## config.mk

```make
export PLATFORM = sky130hd
export DESIGN_NAME = fir_top
export DESIGN_NICKNAME = d
export VERILOG_FILES = /design/src/fir_pkg.sv /design/src/fir_delay_line.sv /design/src/fir_tap_slice.sv /design/src/fir_adder_tree.sv /design/src/fir_top.sv
export SDC_FILE = /design/constraint.sdc
export NUM_CORES = 2
export LEC_CHECK = 0
export BUFFER_PORTS_ARGS = -buffer_cell sky130_fd_sc_hd__buf_2
export CORE_ASPECT_RATIO = 1.2
export CORE_MARGIN = 1.5
export CORE_UTILIZATION = 45
export DETAILED_ROUTE_END_ITERATION = 6
export GPL_TIMING_DRIVEN = 0
export PLACE_DENSITY = 0.6
export SLEW_MARGIN = 15
export SYNTH_ARGS = -nofsm -noshare
export SYNTH_HDL_FRONTEND = slang
export SYNTH_SLANG_ARGS = --single-unit
```

## constraint.sdc

```tcl
create_clock -name clk -period 38 [get_ports clk]
set_input_delay 1.9 -clock clk [delete_from_list [all_inputs] [get_ports clk]]
set_output_delay 1.9 -clock clk [all_outputs]
set_load 0.02 [all_outputs]
```

## src/fir_pkg.sv

```systemverilog
/*
 * Shared widths, pipeline depths and types of the 21-tap symmetric FIR.
 * Coefficients are constants. There is no reload path.
 * All sums wrap to SAMPLE_W bits. Products are scaled by SCALE_SHIFT.
 */
package fir_pkg;

	// ************************************************************
	// widths and depths
	// ************************************************************

	// sample, coefficient and sum width
	localparam int SAMPLE_W = 18;

	// filter length, odd so there is one center tap
	localparam int NUM_TAPS = 21;

	// unique coefficients of a symmetric filter
	localparam int NUM_PAIRS = (NUM_TAPS + 1) / 2;

	// arithmetic shift applied to every full product
	localparam int SCALE_SHIFT = 17;

	// registered adder levels from NUM_PAIRS words down to one
	localparam int TREE_LEVELS = 4;

	// words left after each of the first three tree levels
	localparam int TREE_W1 = (NUM_PAIRS + 1) / 2;
	localparam int TREE_W2 = (TREE_W1 + 1) / 2;
	localparam int TREE_W3 = (TREE_W2 + 1) / 2;

	// delay line, then pre-add and multiply, then the tree
	localparam int VALID_DEPTH = 1 + 2 + TREE_LEVELS;

	// ************************************************************
	// types
	// ************************************************************

	// one sample or one wrapped sum
	typedef logic signed [SAMPLE_W-1:0] sample_t;

	// full signed product of two samples
	typedef logic signed [2*SAMPLE_W-1:0] product_t;

	// mirrored taps sharing one coefficient
	// near is tap k, far is tap NUM_TAPS-1-k
	typedef struct packed {
		sample_t near;
		sample_t far;
	} tap_pair_t;

	// ************************************************************
	// coefficients
	// ************************************************************

	// index k serves taps k and NUM_TAPS-1-k
	// the center pair adds tap 10 to itself, so the last entry is half of -420
	localparam sample_t COEFF_TABLE [NUM_PAIRS] = '{
		18'sd88,
		18'sd0,
		-18'sd97,
		-18'sd197,
		-18'sd294,
		-18'sd380,
		-18'sd447,
		-18'sd490,
		-18'sd504,
		-18'sd481,
		-18'sd210
	};

endpackage

```

## src/fir_delay_line.sv

```systemverilog
/*
 * Input sample shift register of NUM_TAPS words, grouped as mirrored pairs.
 * A sample is shifted in on every enabled edge, whatever i_valid is.
 * o_valid is i_valid delayed by VALID_DEPTH enabled edges.
 */
`timescale 1ns/1ps

module fir_delay_line
	import fir_pkg::*;
(
	input  logic      clk,
	input  logic      reset,
	input  logic      i_clk_ena,
	input  logic      i_valid,
	input  sample_t   i_sample,
	output tap_pair_t o_pairs [NUM_PAIRS],
	output logic      o_valid
);

	// tap 0 holds the newest sample
	sample_t taps_q [NUM_TAPS];

	logic [VALID_DEPTH-1:0] valid_q;

	// ************************************************************
	// sample shift register
	// ************************************************************
	always_ff @(posedge clk or posedge reset) begin
		if (reset) begin
			for (int i = 0; i < NUM_TAPS; i++) begin
				taps_q[i] <= '0;
			end
		end else if (i_clk_ena) begin
			taps_q[0] <= i_sample;
			for (int i = 1; i < NUM_TAPS; i++) begin
				taps_q[i] <= taps_q[i-1];
			end
		end
	end

	// mirrored grouping, the center pair sees tap 10 twice
	for (genvar k = 0; k < NUM_PAIRS; k++) begin : g_pair
		assign o_pairs[k] = '{near: taps_q[k], far: taps_q[NUM_TAPS-1-k]};
	end

	// ************************************************************
	// valid delay
	// ************************************************************
	always_ff @(posedge clk or posedge reset) begin
		if (reset) begin
			valid_q <= '0;
		end else if (i_clk_ena) begin
			valid_q <= {valid_q[VALID_DEPTH-2:0], i_valid};
		end
	end

	// lines up with the tree output of the same window
	assign o_valid = valid_q[VALID_DEPTH-1];

endmodule

```

## src/fir_tap_slice.sv

```systemverilog
/*
 * One symmetric tap. Registered pre-add of the pair, then a registered
 * scaled multiply by COEFF_TABLE[TAP_INDEX]. TAP_INDEX must be below NUM_PAIRS.
 * Latency is two enabled edges.
 */
`timescale 1ns/1ps

module fir_tap_slice
	import fir_pkg::*;
#(
	parameter int TAP_INDEX = 0
) (
	input  logic      clk,
	input  logic      reset,
	input  logic      i_clk_ena,
	input  tap_pair_t i_pair,
	output sample_t   o_product
);

	// wrapped sum of the mirrored taps
	sample_t pre_sum_q;

	// full product before scaling
	product_t full_product;

	// stage 1, pre-add wraps to SAMPLE_W bits
	always_ff @(posedge clk or posedge reset) begin
		if (reset) begin
			pre_sum_q <= '0;
		end else if (i_clk_ena) begin
			pre_sum_q <= i_pair.near + i_pair.far;
		end
	end

	// operands sign extended so no product bit is lost
	assign full_product = product_t'(pre_sum_q) * product_t'(COEFF_TABLE[TAP_INDEX]);

	// stage 2
	// arithmetic shift, then keep the low SAMPLE_W bits
	always_ff @(posedge clk or posedge reset) begin
		if (reset) begin
			o_product <= '0;
		end else if (i_clk_ena) begin
			o_product <= sample_t'(full_product >>> SCALE_SHIFT);
		end
	end

endmodule

```

## src/fir_adder_tree.sv

```systemverilog
/*
 * Registered binary adder tree, NUM_PAIRS words to one in TREE_LEVELS levels.
 * The fixed level structure holds for 9 to 16 input words.
 * Every add wraps to SAMPLE_W bits. Latency is four enabled edges.
 */
`timescale 1ns/1ps

module fir_adder_tree
	import fir_pkg::*;
(
	input  logic    clk,
	input  logic    reset,
	input  logic    i_clk_ena,
	input  sample_t i_products [NUM_PAIRS],
	output sample_t o_sum
);

	// partial sums after each level
	sample_t lvl1_q [TREE_W1];
	sample_t lvl2_q [TREE_W2];
	sample_t lvl3_q [TREE_W3];

	// ************************************************************
	// level 1
	// ************************************************************
	always_ff @(posedge clk or posedge reset) begin
		if (reset) begin
			for (int i = 0; i < TREE_W1; i++) begin
				lvl1_q[i] <= '0;
			end
		end else if (i_clk_ena) begin
			for (int i = 0; i < NUM_PAIRS / 2; i++) begin
				lvl1_q[i] <= i_products[2*i] + i_products[2*i+1];
			end
			// odd word only gets a register
			if (NUM_PAIRS % 2 != 0) begin
				lvl1_q[TREE_W1-1] <= i_products[NUM_PAIRS-1];
			end
		end
	end

	// ************************************************************
	// level 2
	// ************************************************************
	always_ff @(posedge clk or posedge reset) begin
		if (reset) begin
			for (int i = 0; i < TREE_W2; i++) begin
				lvl2_q[i] <= '0;
			end
		end else if (i_clk_ena) begin
			for (int i = 0; i < TREE_W1 / 2; i++) begin
				lvl2_q[i] <= lvl1_q[2*i] + lvl1_q[2*i+1];
			end
			if (TREE_W1 % 2 != 0) begin
				lvl2_q[TREE_W2-1] <= lvl1_q[TREE_W1-1];
			end
		end
	end

	// ************************************************************
	// level 3
	// ************************************************************
	always_ff @(posedge clk or posedge reset) begin
		if (reset) begin
			for (int i = 0; i < TREE_W3; i++) begin
				lvl3_q[i] <= '0;
			end
		end else if (i_clk_ena) begin
			for (int i = 0; i < TREE_W2 / 2; i++) begin
				lvl3_q[i] <= lvl2_q[2*i] + lvl2_q[2*i+1];
			end
			// with 11 inputs this carries the center tap product
			if (TREE_W2 % 2 != 0) begin
				lvl3_q[TREE_W3-1] <= lvl2_q[TREE_W2-1];
			end
		end
	end

	// ************************************************************
	// level 4, final sum
	// ************************************************************
	always_ff @(posedge clk or posedge reset) begin
		if (reset) begin
			o_sum <= '0;
		end else if (i_clk_ena) begin
			o_sum <= lvl3_q[0] + lvl3_q[1];
		end
	end

endmodule

```

## src/fir_top.sv

```systemverilog
/*
 * 21-tap symmetric FIR for signed 18-bit samples, seven enabled edges deep.
 * i_clk_ena low freezes every register. There is no other back-pressure.
 * o_valid marks outputs whose newest sample was valid.
 */
`timescale 1ns/1ps

module fir_top
	import fir_pkg::*;
(
	input  logic    clk,
	input  logic    reset,
	input  logic    i_clk_ena,
	input  logic    i_valid,
	input  sample_t i_sample,
	output logic    o_valid,
	output sample_t o_sample
);

	// mirrored tap pairs from the delay line
	tap_pair_t pairs [NUM_PAIRS];

	// scaled products, one per unique coefficient
	sample_t products [NUM_PAIRS];

	// ************************************************************
	// input delay line and valid delay
	// ************************************************************
	fir_delay_line u_delay (
		.clk       (clk),
		.reset     (reset),
		.i_clk_ena (i_clk_ena),
		.i_valid   (i_valid),
		.i_sample  (i_sample),
		.o_pairs   (pairs),
		.o_valid   (o_valid)
	);

	// ************************************************************
	// tap slices
	// ************************************************************

	// slice k serves taps k and NUM_TAPS-1-k
	// the last slice is the center tap
	for (genvar k = 0; k < NUM_PAIRS; k++) begin : g_tap
		fir_tap_slice #(
			.TAP_INDEX (k)
		) u_slice (
			.clk       (clk),
			.reset     (reset),
			.i_clk_ena (i_clk_ena),
			.i_pair    (pairs[k]),
			.o_product (products[k])
		);
	end

	// ************************************************************
	// adder tree
	// ************************************************************
	fir_adder_tree u_tree (
		.clk        (clk),
		.reset      (reset),
		.i_clk_ena  (i_clk_ena),
		.i_products (products),
		.o_sum      (o_sample)
	);

endmodule

```

==> results by group <==
Status
  • Outcome: finished, final reports clean

Synthesis
  • Seq cells post-synth: 850
  • Mapped Nets: 7,581
  • Synth top area cells: dfrtp_1, ha_1, fa_1, mux2_2, inv_1
  • Yosys top cell area share: 32.3%
  • Synth unique cells: 77
  • Syn avg cell area: 10.7 µm²
  • Dominant synthesized flop cell: dfrtp_1
  • Ys async rst share: 100%
  • EDFF count, synth: 0
  • Yosys warnings: 0
  • Synth area leader: dfrtp_1
  • Post-synthesis sequential area ratio: 32.3%
  • Mapped Cells: 6,139
  • Cell Area, Synth: 65,800 µm²

Clock network
  • CTS Buffer Depth: 3
  • Post-CTS Resized: 0
  • Setup bufs post-CTS: 0
  • Clk sink count: 850
  • H-tree lvl count: 3
  • CTS tree: done
  • Root Buffer: clkbuf_16
  • Hold buffers post-CTS: 0
  • Clk slew on worst S/H paths: 0.06 ns
  • TritonCTS Buffers: 95
  • Clk_lat worst skew: 0.73 ns

Global route
  • First-pass GRT wire length: 274 mm
  • Largest net degree at the start of global routing: 111
  • Number of antenna violations at the first check in global routing: 4
  • Vias in the first global route: 46.5k
  • Overflow after GRT: 0
  • GRT Overall Usage: 24.1%

Timing
  • Slew Limit Fails: 0
  • F_max: 0.170 GHz
  • Final worst path period share: 15.5%
  • RSZ-0062 raised after global routing: false
  • Final setup vio count: 0
  • Fin Setup TNS: 0 ns
  • Final Skew: 0.0444 ns
  • Fin. Hold Viols: 0
  • Worst rel slew slack: 11.6%
  • Worst slew pin tran: 1.33 ns
  • Minimum clock period: 5.88 ns

Routing
  • Vias post-DR: 44.6k
  • Number of remaining DRC errors: 0
  • ANT nets after route: 0
  • Via density: 5.37
  • Max layer used: met5
  • WL met1: 72.8 mm
  • Met3 Wirelength: 5.99 mm
  • DRT Wirelength: 176 mm
  • Wirelength per Cell: 21.2 µm
  • First DRT Iteration DRCs: 2,413
  • Met2 routed WL: 86.8 mm
  • DRT Pass-1 Iters: 5

Floorplanning
  • Die outline width: 352 µm
  • Ports: 41
  • Core area: 145,000 µm²
  • Initial core utilization: 45.3%
  • Die area: 149,000 µm²
  • Die Y: 422 µm
  • Row Count: 153

Critical path
  • CP Class: register to register
  • CP Data Arrival Time: 6.48 ns
  • Startpoint types: register
  • R2R Setup Slk: 32.12 ns
  • Worst Path Max Fanout: 7
  • Crit end category: register
  • Worst path required time: 38.59 ns

Cells and area
  • Area grow syn2layout: 9.50%
  • Finished Layout Cells: 8,302
  • Post-route cell area: 72,000 µm²
  • Post-layout util: 49.7%
  • # fillers: 13.4k
  • Multi-input gate area: 40,300 µm²
  • Layout cell share with drive strength beyond 1: 12.9%
  • Fin nets: 7,727
  • Seq. cell area: 21,300 µm²

Place
  • # placed instances: 8,125
  • Placed Area: 68,700 µm²
  • Port Buffers: 39
  • GP Congestion: 0.930
  • Post-DP HPWL: 141 mm

Flow run
  • Max cap viols: 0

Min path
  • Hold Crit Class: register to register
flip-flops by register name, indices dropped and copies added (netlist names):
name / count
u_delay.valid_q: 7
g_tap.u_slice.pre_sum_q: 162
u_tree.o_sum: 18
u_delay.o_pairs: 378
g_tap.u_slice.o_product: 104
u_tree.lvl1_q: 91
u_tree.lvl2_q: 54
u_tree.lvl3_q: 36
area by class of cell:
| class | instances | area share (%) |
|---|---|---|
| clock inverter | 43 | 0.813 |
| multi-input combinational | 4162 | 55.9 |
| clock buffer | 132 | 3.79 |
| sequential | 850 | 29.5 |
| tap | 1937 | 3.36 |
| buffer | 128 | 0.719 |
| inverter | 999 | 5.22 |
| timing repair buffer | 49 | 0.643 |
| antenna | 2 | 0.00695 |
logic make-up after synthesis:
logic type | Yosys count | synth area share [%]
adders and majority gates | 1420 | 31.6
buffers and inverters | 1127 | 6.43
AOI/OAI and AO/OA | 946 | 9.05
and+or+nand+nor | 906 | 6.59
DFF | 850 | 32.3
muxes | 584 | 9.93
xor gates and xnor gates | 306 | 4.07
critical path: stages (launching register included):
cell,delay (ns)
dfrtp_1,0.66
fa_1,0.51
ha_1,0.31
fa_1,0.50
fa_1,0.50
inv_1,0.05
fa_1,0.47
inv_1,0.05
ha_1,0.31
a21oi_1,0.14
o21ai_1,0.10
a221oi_1,0.52
nand2_1,0.09
o221ai_1,0.36
o21ai_1,0.19
o41ai_2,0.39
o21ai_1,0.17
xnor2_1,0.16
mux2_2,0.26
metrics by stage:
| step | hold slack, ns | worst slack (ns) |
|---|---|---|
| 4_1_cts | 0.486 | 32.04 |
| 3_3_place_gp | 0.461 | 2.57 |
| 3_5_place_dp | 0.473 | 31.31 |
| 6_report | 0.481 | 32.12 |
| 2_1_floorplan | 0.446 | 12.22 |
| 5_1_grt | 0.509 | 31.74 |
final timing paths:
kind | from | depth (start not counted) | to
worst min-delay path | u_delay.o_pairs[4] | 2 | u_delay.o_pairs[40]
min in group asynchronous | reset | 2 | g_tap[0].u_slice.o_product[16]
worst max-delay path | g_tap[9].u_slice.pre_sum_q[12] | 18 | g_tap[9].u_slice.o_product[16]
worst max register to register | g_tap[9].u_slice.pre_sum_q[12] | 18 | g_tap[9].u_slice.o_product[16]
max in group asynchronous | reset | 5 | u_delay.o_pairs[314]
worst min register to register | u_delay.o_pairs[4] | 2 | u_delay.o_pairs[40]
cell usage after synthesis, types with 12 or more instances:
cell / instances
nand2b_1: 29
inv_1: 999
a31oi_1: 36
nor3_1: 105
nand3_1: 79
mux2_2: 548
or3_1: 36
nand2_1: 245
o21a_1: 37
ha_1: 1017
a21oi_1: 247
nor2_1: 224
o211ai_1: 12
dfrtp_1: 850
xor2_1: 71
o21ai_1: 42
and2_1: 17
o31ai_1: 37
nand3b_1: 21
o21ai_0: 247
o21bai_1: 17
mux2i_1: 36
a211oi_1: 34
fa_1: 403
clkbuf_1: 121
and3_1: 45
a21o_1: 101
or2_2: 14
xnor2_1: 235
nor2b_1: 50
layer usage:
metal  track usage (%)  vias up
met3              2.89      297
li1                  -    21100
met2              41.6      682
met5                 0        -
met4              12.6        4
met1              29.5    22500
placed cells by master, fill, tap and decap left out, types with 14 or more instances in the layout:
cell / synthesis / layout
a211oi_1: 34 / 34
a21o_1: 101 / 101
a21oi_1: 247 / 247
a31oi_1: 36 / 36
and2_1: 17 / 17
and3_1: 45 / 45
buf_2: 0 / 44
clkbuf_1: 121 / 114
clkbuf_16: 0 / 97
clkbuf_2: 0 / 25
clkbuf_8: 0 / 17
clkinv_2: 0 / 22
dfrtp_1: 850 / 850
fa_1: 403 / 403
ha_1: 1017 / 1017
inv_1: 999 / 998
mux2_2: 548 / 548
mux2i_1: 36 / 36
nand2_1: 245 / 245
nand2b_1: 29 / 29
nand3_1: 79 / 79
nand3b_1: 21 / 21
nor2_1: 224 / 224
nor2b_1: 50 / 50
nor3_1: 105 / 105
o21a_1: 37 / 37
o21ai_0: 247 / 247
o21ai_1: 42 / 42
o21bai_1: 17 / 17
o31ai_1: 37 / 37
or2_2: 14 / 14
or3_1: 36 / 36
xnor2_1: 235 / 235
xor2_1: 71 / 71
Power is not shown: default switching activity piles up to over one toggle a cycle in this logic, so the estimate is an artifact.
